File: src/bridge_cfg_pkg.sv
/*
 * bridge port arrangement
 * number of ethernet lanes and width of the port select
 */
package bridge_cfg_pkg;

    // ----------------------------------------
    // lane arrangement
    // ----------------------------------------
    localparam int ETH_COUNT = 4;     // ethernet lanes behind the link

    // one lane attached to the link at a time
    localparam int PORT_SEL_W = 2;    // enough for ETH_COUNT lanes

endpackage

File: src/frame_pkg.sv
/*
 * frame format and buffering constants
 */
package frame_pkg;

    localparam int BYTE_W = 8;        // stream byte width

    // leading bytes removed from every frame received from a MAC
    localparam int HDR_BYTES = 12;

    // ----------------------------------------
    // buffering
    // ----------------------------------------
    localparam int FIFO_DEPTH = 64;   // power of two
    localparam int MAX_FRAME  = 30;   // longest frame held, FIFO_DEPTH >= 2x this

endpackage

File: src/byte_stream_if.sv
/*
 * byte stream with last flag and ready back-pressure
 */
`timescale 1ns/1ps

interface byte_stream_if;
    import frame_pkg::*;

    logic [BYTE_W-1:0] data;
    logic              valid;
    logic              last;      // final byte of a frame
    logic              ready;

    // a byte moves on a clock edge with valid and ready both high
    modport src (
        output data,
        output valid,
        output last,
        input  ready
    );

    modport snk (
        input  data,
        input  valid,
        input  last,
        output ready
    );

endinterface

File: src/frame_fifo.sv
/*
 * synchronous byte FIFO keeping the last flag per byte
 * counts whole frames stored so a reader can wait for a complete frame
 */
`timescale 1ns/1ps

module frame_fifo (
    input  logic       clk125M,
    input  logic       rst_n_i,
    input  logic       flush_i,
    byte_stream_if.snk wr,
    byte_stream_if.src rd,
    output logic       frame_avail_o
);
    import frame_pkg::*;

    logic [BYTE_W:0]               mem [FIFO_DEPTH];    // {last, data}
    logic [$clog2(FIFO_DEPTH):0]   wr_ptr;
    logic [$clog2(FIFO_DEPTH):0]   rd_ptr;
    logic [$clog2(FIFO_DEPTH):0]   fill;
    logic [$clog2(FIFO_DEPTH):0]   frame_cnt;
    logic                          wr_fire;
    logic                          rd_fire;

    assign fill = wr_ptr - rd_ptr;    // pointers carry one extra wrap bit

    assign wr.ready = (fill != FIFO_DEPTH);
    assign rd.valid = (fill != '0);
    assign {rd.last, rd.data} = mem[rd_ptr[$clog2(FIFO_DEPTH)-1:0]];   // show-ahead

    assign wr_fire = wr.valid && wr.ready;
    assign rd_fire = rd.valid && rd.ready;

    assign frame_avail_o = (frame_cnt != '0);

    // ----------------------------------------
    // storage
    // ----------------------------------------
    always_ff @(posedge clk125M) begin
        if (wr_fire) begin
            mem[wr_ptr[$clog2(FIFO_DEPTH)-1:0]] <= {wr.last, wr.data};
        end
    end

    // ----------------------------------------
    // pointers and frame count
    // ----------------------------------------
    always_ff @(posedge clk125M) begin
        if (!rst_n_i || flush_i) begin
            wr_ptr    <= '0;
            rd_ptr    <= '0;
            frame_cnt <= '0;
        end else begin
            if (wr_fire) begin
                wr_ptr <= wr_ptr + 1'b1;
            end
            if (rd_fire) begin
                rd_ptr <= rd_ptr + 1'b1;
            end
            // a frame counts once its last byte is in and until it is read out
            case ({wr_fire && wr.last, rd_fire && rd.last})
                2'b10:   frame_cnt <= frame_cnt + 1'b1;
                2'b01:   frame_cnt <= frame_cnt - 1'b1;
                default: frame_cnt <= frame_cnt;
            endcase
        end
    end

endmodule

File: src/link_demux.sv
/*
 * lane enable decode and link receive routing
 * the registered link byte goes only to the enabled lane
 */
`timescale 1ns/1ps

module link_demux (
    input  logic                                  clk125M,
    input  logic                                  rst_n_i,
    input  logic                                  module_en_i,
    input  logic [bridge_cfg_pkg::PORT_SEL_W-1:0] port_sel_i,
    input  logic [bridge_cfg_pkg::ETH_COUNT-1:0]  mac_link_i,
    input  logic                                  chan_up_i,
    input  logic [frame_pkg::BYTE_W-1:0]          link_rx_data_i,
    input  logic                                  link_rx_valid_i,
    input  logic                                  link_rx_last_i,
    byte_stream_if.src                            lane_tx [bridge_cfg_pkg::ETH_COUNT],
    output logic [bridge_cfg_pkg::ETH_COUNT-1:0]  lane_en_o
);
    import bridge_cfg_pkg::*;
    import frame_pkg::*;

    logic [BYTE_W-1:0] rx_data_q;
    logic              rx_valid_q;
    logic              rx_last_q;

    always_ff @(posedge clk125M) begin
        if (!rst_n_i) begin
            lane_en_o  <= '0;
            rx_valid_q <= 1'b0;
        end else begin
            for (int k = 0; k < ETH_COUNT; k++) begin
                lane_en_o[k] <= module_en_i && (port_sel_i == PORT_SEL_W'(k)) &&
                                mac_link_i[k] && chan_up_i;   // one-hot by the select
            end
            rx_valid_q <= link_rx_valid_i;
        end
    end

    always_ff @(posedge clk125M) begin
        rx_data_q <= link_rx_data_i;
        rx_last_q <= link_rx_last_i;
    end

    // link has no back-pressure so a full or disabled lane loses the byte
    for (genvar k = 0; k < ETH_COUNT; k++) begin : g_lane
        assign lane_tx[k].data  = rx_data_q;
        assign lane_tx[k].last  = rx_last_q;
        assign lane_tx[k].valid = rx_valid_q && lane_en_o[k];
    end

endmodule

File: src/mac_tx_sequencer.sv
/*
 * four-phase req/ack hand-off of one stored frame to the MAC
 */
`timescale 1ns/1ps

module mac_tx_sequencer (
    input  logic                         clk125M,
    input  logic                         rst_n_i,
    byte_stream_if.snk                   fifo,
    input  logic                         frame_avail_i,
    output logic                         mac_tx_req_o,
    input  logic                         mac_tx_ack_i,
    output logic [frame_pkg::BYTE_W-1:0] mac_tx_data_o,
    output logic                         mac_tx_valid_o,
    output logic                         mac_tx_sof_o,
    output logic                         mac_tx_eof_o
);

    enum logic [1:0] {S_IDLE, S_REQ, S_SEND, S_WAIT_ACK_LOW} state;

    logic rd_fire;
    logic rd_q;     // read in the previous cycle

    // stop reading once the last byte sits in the output register
    assign fifo.ready = (state == S_SEND) && !mac_tx_eof_o;
    assign rd_fire    = fifo.valid && fifo.ready;

    always_ff @(posedge clk125M) begin
        if (!rst_n_i) begin
            state          <= S_IDLE;
            mac_tx_req_o   <= 1'b0;
            mac_tx_valid_o <= 1'b0;
            mac_tx_sof_o   <= 1'b0;
            mac_tx_eof_o   <= 1'b0;
            rd_q           <= 1'b0;
        end else begin
            rd_q           <= rd_fire;
            mac_tx_valid_o <= rd_fire;
            mac_tx_sof_o   <= rd_fire && !rd_q;         // first read of the burst
            mac_tx_eof_o   <= rd_fire && fifo.last;
            case (state)
                S_IDLE: begin
                    if (frame_avail_i && !mac_tx_ack_i) begin
                        mac_tx_req_o <= 1'b1;
                        state        <= S_REQ;
                    end
                end
                S_REQ: begin
                    if (mac_tx_ack_i) begin
                        state <= S_SEND;
                    end
                end
                S_SEND: begin
                    // empty FIFO here only after a flush
                    if (mac_tx_eof_o || !fifo.valid) begin
                        mac_tx_req_o <= 1'b0;
                        state        <= S_WAIT_ACK_LOW;
                    end
                end
                default: begin
                    if (!mac_tx_ack_i) begin
                        state <= S_IDLE;
                    end
                end
            endcase
        end
    end

    always_ff @(posedge clk125M) begin
        if (rd_fire) begin
            mac_tx_data_o <= fifo.data;
        end
    end

endmodule

File: src/eth_lane.sv
/*
 * one ethernet lane
 * link bytes queue for the MAC, MAC frames lose their header and queue for the link
 */
`timescale 1ns/1ps

module eth_lane (
    input  logic                         clk125M,
    input  logic                         rst_n_i,
    input  logic                         lane_en_i,
    byte_stream_if.snk                   tx_in,
    byte_stream_if.src                   rx_out,
    output logic                         mac_tx_req_o,
    input  logic                         mac_tx_ack_i,
    output logic [frame_pkg::BYTE_W-1:0] mac_tx_data_o,
    output logic                         mac_tx_valid_o,
    output logic                         mac_tx_sof_o,
    output logic                         mac_tx_eof_o,
    input  logic [frame_pkg::BYTE_W-1:0] mac_rx_data_i,
    input  logic                         mac_rx_den_i,
    input  logic                         mac_rx_eof_i
);
    import frame_pkg::*;

    logic                           flush;
    logic                           tx_avail;
    logic [$clog2(HDR_BYTES+1)-1:0] hdr_cnt;    // saturates at HDR_BYTES

    byte_stream_if tx_rd ();
    byte_stream_if rx_wr ();

    assign flush = !lane_en_i;    // idle lane keeps both FIFOs empty

    // ----------------------------------------
    // MAC receive header cut
    // ----------------------------------------
    always_ff @(posedge clk125M) begin
        if (!rst_n_i) begin
            hdr_cnt     <= '0;
            rx_wr.valid <= 1'b0;
        end else begin
            rx_wr.valid <= lane_en_i && mac_rx_den_i && (hdr_cnt == HDR_BYTES);
            if (!mac_rx_den_i || mac_rx_eof_i) begin
                hdr_cnt <= '0;      // next burst starts a new frame
            end else if (hdr_cnt != HDR_BYTES) begin
                hdr_cnt <= hdr_cnt + 1'b1;
            end
        end
    end

    always_ff @(posedge clk125M) begin
        rx_wr.data <= mac_rx_data_i;
        rx_wr.last <= mac_rx_eof_i;
    end

    // ----------------------------------------
    // frame buffers
    // ----------------------------------------
    // FIFO_DEPTH of at least 2x MAX_FRAME holds one frame while the next arrives
    frame_fifo u_tx_fifo (
        .clk125M       (clk125M),
        .rst_n_i       (rst_n_i),
        .flush_i       (flush),
        .wr            (tx_in),
        .rd            (tx_rd),
        .frame_avail_o (tx_avail)
    );

    frame_fifo u_rx_fifo (
        .clk125M       (clk125M),
        .rst_n_i       (rst_n_i),
        .flush_i       (flush),
        .wr            (rx_wr),
        .rd            (rx_out),
        .frame_avail_o ()          // link side drains bytes as they come
    );

    mac_tx_sequencer u_tx_seq (
        .clk125M        (clk125M),
        .rst_n_i        (rst_n_i),
        .fifo           (tx_rd),
        .frame_avail_i  (tx_avail),
        .mac_tx_req_o   (mac_tx_req_o),
        .mac_tx_ack_i   (mac_tx_ack_i),
        .mac_tx_data_o  (mac_tx_data_o),
        .mac_tx_valid_o (mac_tx_valid_o),
        .mac_tx_sof_o   (mac_tx_sof_o),
        .mac_tx_eof_o   (mac_tx_eof_o)
    );

endmodule

File: src/link_mux.sv
/*
 * drains the enabled lane's receive FIFO onto the link transmit output
 */
`timescale 1ns/1ps

module link_mux (
    input  logic                                 clk125M,
    input  logic                                 rst_n_i,
    input  logic [bridge_cfg_pkg::ETH_COUNT-1:0] lane_en_i,
    byte_stream_if.snk                           lane_rx [bridge_cfg_pkg::ETH_COUNT],
    output logic [frame_pkg::BYTE_W-1:0]         link_tx_data_o,
    output logic                                 link_tx_valid_o,
    output logic                                 link_tx_last_o,
    input  logic                                 link_tx_ready_i
);
    import bridge_cfg_pkg::*;
    import frame_pkg::*;

    logic [BYTE_W-1:0]    lane_data [ETH_COUNT];
    logic [ETH_COUNT-1:0] lane_valid;
    logic [ETH_COUNT-1:0] lane_last;
    logic [BYTE_W-1:0]    sel_data;
    logic                 stage_ready;

    // output register may load when empty or being taken this cycle
    assign stage_ready = !link_tx_valid_o || link_tx_ready_i;

    for (genvar k = 0; k < ETH_COUNT; k++) begin : g_lane
        assign lane_data[k]     = lane_rx[k].data;
        assign lane_valid[k]    = lane_rx[k].valid;
        assign lane_last[k]     = lane_rx[k].last;
        assign lane_rx[k].ready = lane_en_i[k] && stage_ready;
    end

    always_comb begin
        sel_data = '0;
        for (int k = 0; k < ETH_COUNT; k++) begin
            sel_data = sel_data | (lane_data[k] & {BYTE_W{lane_en_i[k]}});  // one-hot or
        end
    end

    always_ff @(posedge clk125M) begin
        if (!rst_n_i) begin
            link_tx_valid_o <= 1'b0;
        end else if (stage_ready) begin
            link_tx_valid_o <= |(lane_valid & lane_en_i);
        end
    end

    // held steady through a stall
    always_ff @(posedge clk125M) begin
        if (stage_ready && |(lane_valid & lane_en_i)) begin
            link_tx_data_o <= sel_data;
            link_tx_last_o <= |(lane_last & lane_en_i);
        end
    end

endmodule

File: src/eth_link_bridge.sv
/*
 * ethernet to serial link port bridge
 * the selected lane exchanges frames with the link
 */
`timescale 1ns/1ps

module eth_link_bridge (
    input  logic                                                   clk125M,
    input  logic                                                   rst_n_i,
    // link side
    input  logic [frame_pkg::BYTE_W-1:0]                           link_rx_data_i,
    input  logic                                                   link_rx_valid_i,
    input  logic                                                   link_rx_last_i,
    output logic [frame_pkg::BYTE_W-1:0]                           link_tx_data_o,
    output logic                                                   link_tx_valid_o,
    output logic                                                   link_tx_last_o,
    input  logic                                                   link_tx_ready_i,
    // MAC side, one slice per lane
    output logic [bridge_cfg_pkg::ETH_COUNT-1:0]                   mac_tx_req_o,
    input  logic [bridge_cfg_pkg::ETH_COUNT-1:0]                   mac_tx_ack_i,
    output logic [bridge_cfg_pkg::ETH_COUNT*frame_pkg::BYTE_W-1:0] mac_tx_data_o,
    output logic [bridge_cfg_pkg::ETH_COUNT-1:0]                   mac_tx_valid_o,
    output logic [bridge_cfg_pkg::ETH_COUNT-1:0]                   mac_tx_sof_o,
    output logic [bridge_cfg_pkg::ETH_COUNT-1:0]                   mac_tx_eof_o,
    input  logic [bridge_cfg_pkg::ETH_COUNT*frame_pkg::BYTE_W-1:0] mac_rx_data_i,
    input  logic [bridge_cfg_pkg::ETH_COUNT-1:0]                   mac_rx_den_i,
    input  logic [bridge_cfg_pkg::ETH_COUNT-1:0]                   mac_rx_eof_i,
    // status
    input  logic [bridge_cfg_pkg::ETH_COUNT-1:0]                   mac_link_i,
    input  logic                                                   chan_up_i,
    input  logic                                                   module_en_i,
    input  logic [bridge_cfg_pkg::PORT_SEL_W-1:0]                  port_sel_i
);
    import bridge_cfg_pkg::*;
    import frame_pkg::*;

    logic [ETH_COUNT-1:0] lane_en;

    byte_stream_if lane_tx_if [ETH_COUNT] ();   // link toward lanes
    byte_stream_if lane_rx_if [ETH_COUNT] ();   // lanes toward link

    link_demux u_demux (
        .clk125M         (clk125M),
        .rst_n_i         (rst_n_i),
        .module_en_i     (module_en_i),
        .port_sel_i      (port_sel_i),
        .mac_link_i      (mac_link_i),
        .chan_up_i       (chan_up_i),
        .link_rx_data_i  (link_rx_data_i),
        .link_rx_valid_i (link_rx_valid_i),
        .link_rx_last_i  (link_rx_last_i),
        .lane_tx         (lane_tx_if),
        .lane_en_o       (lane_en)
    );

    for (genvar k = 0; k < ETH_COUNT; k++) begin : lane
        eth_lane u_lane (
            .clk125M        (clk125M),
            .rst_n_i        (rst_n_i),
            .lane_en_i      (lane_en[k]),
            .tx_in          (lane_tx_if[k]),
            .rx_out         (lane_rx_if[k]),
            .mac_tx_req_o   (mac_tx_req_o[k]),
            .mac_tx_ack_i   (mac_tx_ack_i[k]),
            .mac_tx_data_o  (mac_tx_data_o[k*BYTE_W +: BYTE_W]),
            .mac_tx_valid_o (mac_tx_valid_o[k]),
            .mac_tx_sof_o   (mac_tx_sof_o[k]),
            .mac_tx_eof_o   (mac_tx_eof_o[k]),
            .mac_rx_data_i  (mac_rx_data_i[k*BYTE_W +: BYTE_W]),
            .mac_rx_den_i   (mac_rx_den_i[k]),
            .mac_rx_eof_i   (mac_rx_eof_i[k])
        );
    end

    link_mux u_mux (
        .clk125M         (clk125M),
        .rst_n_i         (rst_n_i),
        .lane_en_i       (lane_en),
        .lane_rx         (lane_rx_if),
        .link_tx_data_o  (link_tx_data_o),
        .link_tx_valid_o (link_tx_valid_o),
        .link_tx_last_o  (link_tx_last_o),
        .link_tx_ready_i (link_tx_ready_i)
    );

endmodule

File: config.mk
export PLATFORM = sky130hd
export DESIGN_NAME = eth_link_bridge
export DESIGN_NICKNAME = d
export VERILOG_FILES = /design/src/bridge_cfg_pkg.sv /design/src/frame_pkg.sv /design/src/byte_stream_if.sv /design/src/frame_fifo.sv /design/src/link_demux.sv /design/src/mac_tx_sequencer.sv /design/src/eth_lane.sv /design/src/link_mux.sv /design/src/eth_link_bridge.sv
export SDC_FILE = /design/constraint.sdc
export NUM_CORES = 2
export LEC_CHECK = 0
export BUFFER_PORTS_ARGS = -buffer_cell sky130_fd_sc_hd__clkbuf_2
export CAP_MARGIN = 20
export CORE_AREA = 3 3 596 598
export DETAILED_ROUTE_END_ITERATION = 7
export DIE_AREA = 0 0 599 601
export MAX_ROUTING_LAYER = met4
export PLACE_DENSITY_LB_ADDON = 0.08
export SLEW_MARGIN = 25
export SYNTH_ARGS = -nofsm -noshare
export SYNTH_HDL_FRONTEND = slang
export SYNTH_MEMORY_MAX_BITS = 65536
export SYNTH_SLANG_ARGS = --single-unit
File: constraint.sdc
create_clock -name clk125M -period 6.3 [get_ports clk125M]
set_input_delay 0 -clock clk125M [delete_from_list [all_inputs] [get_ports clk125M]]
set_output_delay 0 -clock clk125M [all_outputs]
set_load 0.005 [all_outputs]
* After elaboration in Yosys (flattened, before gate mapping)
Memories as Yosys holds them, arrays and structs flattened. A register that Yosys moved wholly into a read port is not among the register bits.
Cells that the tools add are included.
** Cells by class
- $add $sub $neg :: 36
- Eq/ne operators :: 51
- Mux-type cells :: 68
- Bitwise logic cells :: 10
- Reductions and logical operators :: 143
** Operator list (number)
- adder 7 x 1 -> 7 bit (second input constant) :: 20
- two-way mux 6 bit :: 16
- nonzero test 7 bit :: 12
- logical AND 1 bit :: 65
- inequality test 7 bit (second input constant) :: 8
- case mux 7 bit (2 select lines) :: 4
- subtractor 7 bit :: 8
- bitwise AND 8 bit :: 4
- two-way mux 2 bit :: 16
- subtractor 7 x 1 -> 7 bit (second input constant) :: 4
- zero test 1 bit :: 26
- two-way mux 1 bit :: 24
- OR 8 bit :: 3
- case mux 2 bit (3 select lines) :: 4
- equality test 2 bit (second input constant) :: 10
- equality test 2 x 1 -> 1 bit (second input constant) :: 9
- adder 4 x 1 -> 4 bit (second input constant) :: 4
- equality test 4 bit (second input constant) :: 4
- inequality test 2 bit (second input constant) :: 8
- inequality test 4 x 1 -> 1 bit (second input constant) :: 4
- inequality test 4 bit (second input constant) :: 4
- AND reduction 4 bit :: 4
- nonzero test 2 bit :: 8
- logical OR 1 bit :: 13
- other kinds (8) :: 26
** Word-level totals
- Bits in registers :: 276
- Bits in writable memories :: 4608
- Bits of input ports :: 65
- Output and inout port bits :: 58
- Word-level logic and storage cells :: 383
- Memories kept :: 8
** Memory list
- lane[0].u_lane.u_rx_fifo.mem :: words 64, width 9, rd ports 1, clocked after memory_dff 1, write ports 1, RTL line frame_fifo.sv:17 : logic [BYTE_W:0] mem [FIFO_DEPTH];
- lane[0].u_lane.u_tx_fifo.mem :: words 64, width 9, rd ports 1, clocked after memory_dff 1, write ports 1, RTL line frame_fifo.sv:17
- lane[1].u_lane.u_rx_fifo.mem :: words 64, width 9, rd ports 1, clocked after memory_dff 1, write ports 1, RTL line frame_fifo.sv:17
- lane[1].u_lane.u_tx_fifo.mem :: words 64, width 9, rd ports 1, clocked after memory_dff 1, write ports 1, RTL line frame_fifo.sv:17
- lane[2].u_lane.u_rx_fifo.mem :: words 64, width 9, rd ports 1, clocked after memory_dff 1, write ports 1, RTL line frame_fifo.sv:17
- lane[2].u_lane.u_tx_fifo.mem :: words 64, width 9, rd ports 1, clocked after memory_dff 1, write ports 1, RTL line frame_fifo.sv:17
- +2 memories

* Longest topological paths before layout
- Word-level depth :: 6
- Gate-level depth with buffers :: 21
- Gate-level depth less buffers :: 19

* Hierarchy
Synthesis repeated with hierarchy kept, for this count alone.
** Second synthesis, totals
- Cell total of the unflattened synthesis :: 9510
- Area total of the unflattened synthesis :: 196273.2 um^2
** Modules (own cells, without submodules)
- frame_fifo at lane[2].u_lane.u_rx_fifo ... :: times used 3, cells an instance 1142, area each 23917.9 um^2, seq. area each 17837.1 um^2
- frame_fifo at lane[0].u_lane.u_tx_fifo ... :: times used 2, cells an instance 1107, area each 23802.8 um^2, seq. area each 17837.1 um^2
- frame_fifo at lane[1].u_lane.u_tx_fifo :: times used 1, cells an instance 1186, area each 24046.8 um^2, seq. area each 17837.1 um^2
- frame_fifo at lane[0].u_lane.u_rx_fifo :: times used 1, cells an instance 1132, area each 23867.9 um^2, seq. area each 17837.1 um^2
- frame_fifo at lane[3].u_lane.u_tx_fifo :: times used 1, cells an instance 1131, area each 23767.8 um^2, seq. area each 17837.1 um^2
- mac_tx_sequencer :: times used 4, cells an instance 44, area each 608.1 um^2, seq. area each 360.3 um^2
- eth_lane :: times used 4, cells an instance 35, area each 410.4 um^2, seq. area each 280.3 um^2
- link_mux :: times used 1, cells an instance 51, area each 586.8 um^2, seq. area each 290.3 um^2
- link_demux :: times used 1, cells an instance 54, area each 570.5 um^2, seq. area each 280.3 um^2

* Worst setup path after synthesis
OpenSTA, ideal clock, no wires.
- Path type :: register to register
- Start :: reg u_demux.rx_last_q, in the netlist u_demux.lane_tx[0].last
- End :: reg lane[0].u_lane.u_tx_fifo.frame_cnt[6]
- Setup time :: 0.135 ns
- Data arrival time :: 5.415 ns
- Required time :: 6.165 ns
- Path slack :: 0.750 ns
- Stages on the path, launching flop included :: 11
- Path buffers :: 0
- Period minus slack after synthesis :: 5.550 ns
- Cell sequence :: dfxtp_1 > nand2_1 > ha_1 > ha_1 > nor2b_1 > o21ai_0 > a21oi_1 > o21ai_0 > a21oi_1 > o311ai_0 > o41ai_1
** Between the ends
- Cells in the longest elaborated chain, start to end :: 3
- Elaborated cells between the ends (all ways) :: 5
- Those cells by class :: eq/ne: 2; mux: 1; reduce/logical: 2
** RTL lines
- from (decl) :: RTL line link_demux.sv:25 : logic rx_last_q;
- from (signal assigned) :: RTL line link_demux.sv:42 : rx_last_q <= link_rx_last_i;
- logical AND 1 bit (*) :: RTL line frame_fifo.sv:61 : case ({wr_fire && wr.last, rd_fire && rd.last})
- equality test 2 x 1 -> 1 bit or equality test 2 bit (tied branches) :: RTL line frame_fifo.sv:61
- case mux 7 bit (2 select lines) or nonzero test 2 bit (tied branches)
- to (signal assigned) :: RTL line frame_fifo.sv:62 : 2'b10: frame_cnt <= frame_cnt + 1'b1;
- to (signal assigned) :: RTL line frame_fifo.sv:63 : 2'b01: frame_cnt <= frame_cnt - 1'b1;
- to (signal assigned) :: RTL line frame_fifo.sv:64 : default: frame_cnt <= frame_cnt;
- to (decl) :: RTL line frame_fifo.sv:21 : logic [$clog2(FIFO_DEPTH):0] frame_cnt;
Mark *: on every way between the ends. The rest lies on a longest branch, timed or not.
A chain may end at the register's enable or synchronous reset.

* Worst setup path in the final report
- Start :: reg lane[1].u_lane.u_tx_fifo.wr_ptr[3]
- End :: reg lane[1].u_lane.u_tx_fifo.frame_cnt[6]
** Between the ends
- Cells in the longest elaborated chain, start to end :: 6
- Elaborated cells between the ends (all ways) :: 11
- Those cells by class :: add/sub: 1; eq/ne: 3; mux: 1; reduce/logical: 6
** RTL lines
- from (decl) :: RTL line frame_fifo.sv:18 : logic [$clog2(FIFO_DEPTH):0] wr_ptr;
- from (signal assigned) :: RTL line frame_fifo.sv:55 : wr_ptr <= wr_ptr + 1'b1;
- subtractor 7 bit (*) :: RTL line frame_fifo.sv:25 : assign fill = wr_ptr - rd_ptr;
- nonzero test 7 bit (*) :: RTL line frame_fifo.sv:28 : assign rd.valid = (fill != '0);
- logical AND 1 bit (*) :: RTL line frame_fifo.sv:32 : assign rd_fire = rd.valid && rd.ready;
- net lane[1].u_lane.u_tx_fifo.rd_fire :: RTL line frame_fifo.sv:23 : logic rd_fire;
- logical AND 1 bit (*) :: RTL line frame_fifo.sv:61
- equality test 2 x 1 -> 1 bit or equality test 2 bit (tied branches) :: RTL line frame_fifo.sv:61
- case mux 7 bit (2 select lines) or nonzero test 2 bit (tied branches)
- to (signal assigned) :: RTL line frame_fifo.sv:62
- to (signal assigned) :: RTL line frame_fifo.sv:63
- to (signal assigned) :: RTL line frame_fifo.sv:64
- to (decl) :: RTL line frame_fifo.sv:21
Mark *: on every way through the listed nets, which the timed path passes. The rest lies on a longest branch.

==> impl_metrics.env <==
export IMPL_whs_path_depth=4
export IMPL_final_setup_viol_count=0
export IMPL_powerDensity_mw_per_mm2=306
export IMPL_firstDrtPassIters=5
export IMPL_crit_path_end_kind="flip-flop"
export IMPL_final_area_sq_mm=0.216
export IMPL_synth_area_top_cells="edfxtp_1, mux4_2, dfxtp_1"
export IMPL_min_path_type="in2reg"
export IMPL_yosysSeqAreaShare=0.755
export IMPL_max_stage_delay_ns=0.59
export IMPL_cts_tree="yes"
export IMPL_finalCriticalPeriod_ns=4.97
export IMPL_r2r_cells=17
export IMPL_path_max_fanout=15
export IMPL_clk_pin_slew_ns=0.06
export IMPL_cts_root_buf="clkbuf_16"
export IMPL_yosysTopAreaCellShare=0.726
export IMPL_clock_skew_ns=0.0359
export IMPL_die_y_um=601
export IMPL_synth_area_per_cell_sq_um=20.8
export IMPL_critPathTopFamily="compound AO/OA/AOI/OAI gates"
export IMPL_synth_seq_cells=4932
export IMPL_max_cap_viol_count=0
export IMPL_cts_setup_buffers=0
export IMPL_drcViolationCount=0
export IMPL_r2r_start="lane[1].u_lane.u_tx_fifo.wr_ptr[3]"
export IMPL_place_area_sq_mm=0.198
export IMPL_setup_tns_ns=0
export IMPL_async_flop_share=0
export IMPL_synth_ff_type="edfxtp_1"
export IMPL_rsz0062_at_grt="false"
export IMPL_antenna_found_initial=17
export IMPL_die_area_sq_mm=0.360
export IMPL_status="finished clean"
export IMPL_worstPathRequired_ns=7.17
export IMPL_maxSlewViolCount=0
export IMPL_min_from="rst_n_i"
export IMPL_area_delta_synth_final_pct=12.2
export IMPL_cts_buffers=520
export IMPL_max_slew_margin=0.215
export IMPL_drive_gt1_frac=0.244
export IMPL_globalRouteOverflowTotal=0
export IMPL_grt_first_pass_wirelength_um=653000
export IMPL_clockBufferDepth=4
export IMPL_synth_largest_area_cell="edfxtp_1"
export IMPL_vias=92500
export IMPL_ant_nets=0
export IMPL_grt_pass1_vias=94200
export IMPL_dp_hpwl_um=273000
export IMPL_finalWorstSetupSlack_ns=1.33
export IMPL_hold_violations=0
export IMPL_yosysUniqueCellTypes=87
export IMPL_die_x_um=599
export IMPL_gp_congestion=0.877
export IMPL_rrSetupSlack_ns=1.33
export IMPL_rows=217
export IMPL_core_area_sq_mm=0.350
export IMPL_critPathSlowestCell="dfxtp_1"
export IMPL_arrival_ns=5.84
export IMPL_tightest_slew_ns=1.18
export IMPL_syn_area_sq_mm=0.192
export IMPL_vias_per_cell=6.29
export IMPL_timing_hold_ws_ns=0.0794
export IMPL_fin_crit_sh=0.789
export IMPL_fmax_ghz=0.201
export IMPL_nets=9860
export IMPL_start_kind="flip-flop"
export IMPL_numClockSinks=4932
export IMPL_htree_levels=6
export IMPL_ios=123
export IMPL_crit_chain="ha_1 > o21ai_1 > a21oi_1 > or4_1 > a311oi_4 > a21o_1 > inv_2 > and2_1 > ha_1 > ha_1 > nor2b_1 > o21ai_0 > a21oi_1 > o21ai_0 > a21oi_1 > o311ai_0 > o41ai_1"
export IMPL_pre_cts_ws_ns=1.41
export IMPL_drt_iter0_drc=9634
export IMPL_p_leak_nw=65.1
export IMPL_synth_edf_count=4649
export IMPL_synth_fp_nets=9415
export IMPL_grt_max_degree=157
export IMPL_yosysWarnings=0
export IMPL_syn_inst=9238
export IMPL_clock_latency_ns=1.03
export IMPL_routedWlPerCell_um=30.2
export IMPL_port_buffers=122
export IMPL_synth_most_common_cell="edfxtp_1"
export IMPL_ir_drop_v=0.000259
export IMPL_min_to="lane[0].u_lane.u_tx_seq.state[1]"
export IMPL_crit_type="reg2reg"
export IMPL_cp_buffers_inverters=1
export IMPL_grt_util_all_layers=0.254
export IMPL_synthTopCellsByCount="edfxtp_1, mux4_2, nor2_1"
export IMPL_r2r_end="lane[1].u_lane.u_tx_fifo.frame_cnt[6]"
export IMPL_initial_core_util=0.550
export IMPL_totalWireLength_um=443000
==> logic make-up (layout without fill, tap and decap cells) <==
| family | Yosys count | in the layout | share of synthesized area |
|---|---|---|---|
| flops | 4932 | 4932 | 0.755 |
| mux | 1501 | 1501 | 0.165 |
| simple gates | 1412 | 1412 | 0.0345 |
| buf+inv | 628 | 1482 | 0.0146 |
| compound gates | 575 | 575 | 0.0201 |
| fa+ha+maj | 112 | 112 | 0.00744 |
| xor+xnor | 78 | 78 | 0.00355 |
| other cells | 0 | 14 | 0 |
==> sequential cells by signal, summed over array words and instances (netlist names), 4 cells and up, named ones only <==
signal / cells
lane.u_lane.hdr_cnt: 16
lane.u_lane.rx_wr.data: 32
lane.u_lane.rx_wr.last: 4
lane.u_lane.rx_wr.valid: 4
lane.u_lane.u_rx_fifo.mem: 2304
lane.u_lane.u_rx_fifo.rd_ptr: 28
lane.u_lane.u_rx_fifo.wr_ptr: 28
lane.u_lane.u_tx_fifo.frame_cnt: 28
lane.u_lane.u_tx_fifo.mem: 2304
lane.u_lane.u_tx_fifo.rd_ptr: 28
lane.u_lane.u_tx_fifo.wr_ptr: 28
lane.u_lane.u_tx_seq.mac_tx_data_o: 32
lane.u_lane.u_tx_seq.mac_tx_eof_o: 4
lane.u_lane.u_tx_seq.mac_tx_req_o: 4
lane.u_lane.u_tx_seq.mac_tx_sof_o: 4
lane.u_lane.u_tx_seq.rd_q: 4
lane.u_lane.u_tx_seq.state: 8
u_demux.lane_en_o: 4
u_demux.lane_tx.data: 8
u_mux.link_tx_data_o: 8
==> cell type report <==
type,count,area [sq um]
fillers,24200,134000
clock inverters,242,2010
well taps,4599,5750
repair buffers,419,3330
inverters,132,495
diodes,14,35.0
multi-input cells,3678,44400
clock buffers,689,14400
flip-flops and latches,4932,145000
==> routing by layer <==
layer  vias to the layer above  global-route usage  part of all wire
met5                         -                   -                 0
met4                         0              0.0637             0.025
met3                       664              0.0316             0.061
met2                      3217               0.400              0.50
met1                     49400               0.360              0.42
li1                      39200                   -                 -
==> report_power, final <==
part	leakage, nW	total, W	switching (W)	internal, W
logic	13.1	0.000610	0.000505	0.000105
registers	44.1	0.0359	0.0000619	0.0358
clock network	7.98	0.0295	0.0123	0.0171
total	65.1	0.0660	0.0129	0.0531
==> through the flow <==
stage	power, W	cells	util
finish	0.0660	14700	0.617
global route	0.0678	14700	0.617
CTS	0.0665	14700	0.617
detailed placement	0.0371	13600	0.566
global placement	0.0371	13600	0.566
floorplan	0.0368	9238	-
==> worst max path at each step <==
stage                                                  start                                    end  slack, ns  cells after the start
after floorplan                      u_demux.lane_tx[0].last  lane[0].u_lane.u_tx_fifo.frame_cnt[6]       0.75                     10
after global placement                             flip-flop  lane[0].u_lane.u_tx_fifo.frame_cnt[6]       1.26                     13
after detailed placement                           flip-flop  lane[0].u_lane.u_tx_fifo.frame_cnt[6]       1.41                     13
after CTS                                          flip-flop  lane[0].u_lane.u_tx_fifo.frame_cnt[6]       1.38                     13
after global routing      lane[1].u_lane.u_tx_fifo.wr_ptr[3]  lane[1].u_lane.u_tx_fifo.frame_cnt[6]       1.04                     17
final                     lane[1].u_lane.u_tx_fifo.wr_ptr[3]  lane[1].u_lane.u_tx_fifo.frame_cnt[6]       1.33                     17
==> cells in the final DEF (no fill, tap or decap), types with 128 or more instances in the layout <==
cell type	netlist	final
nand2_1	178	178
a21oi_1	132	132
nor2_1	689	648
mux4_2	1298	1298
edfxtp_1	4649	4649
clkbuf_16	0	543
buf_4	38	154
inv_1	128	128
dfxtp_1	283	213
mux2i_1	161	161
dlygate4sd3_1	0	131
==> worst min-delay path, delay by kind of cell <==
family	cells	cell delay (ns)
multiplexers	1	0.06
buffers and inverters	2	0.83
AND/OR/NAND/NOR	1	0.14
==> timing repair <==
| item | in CTS | in global routing |
|---|---|---|
| hold buffers | 131 | 0 |
| resized for setup | 0 | 0 |
| hold endpoints to repair | 155 | 0 |
(Power assumes the default switching activity.)
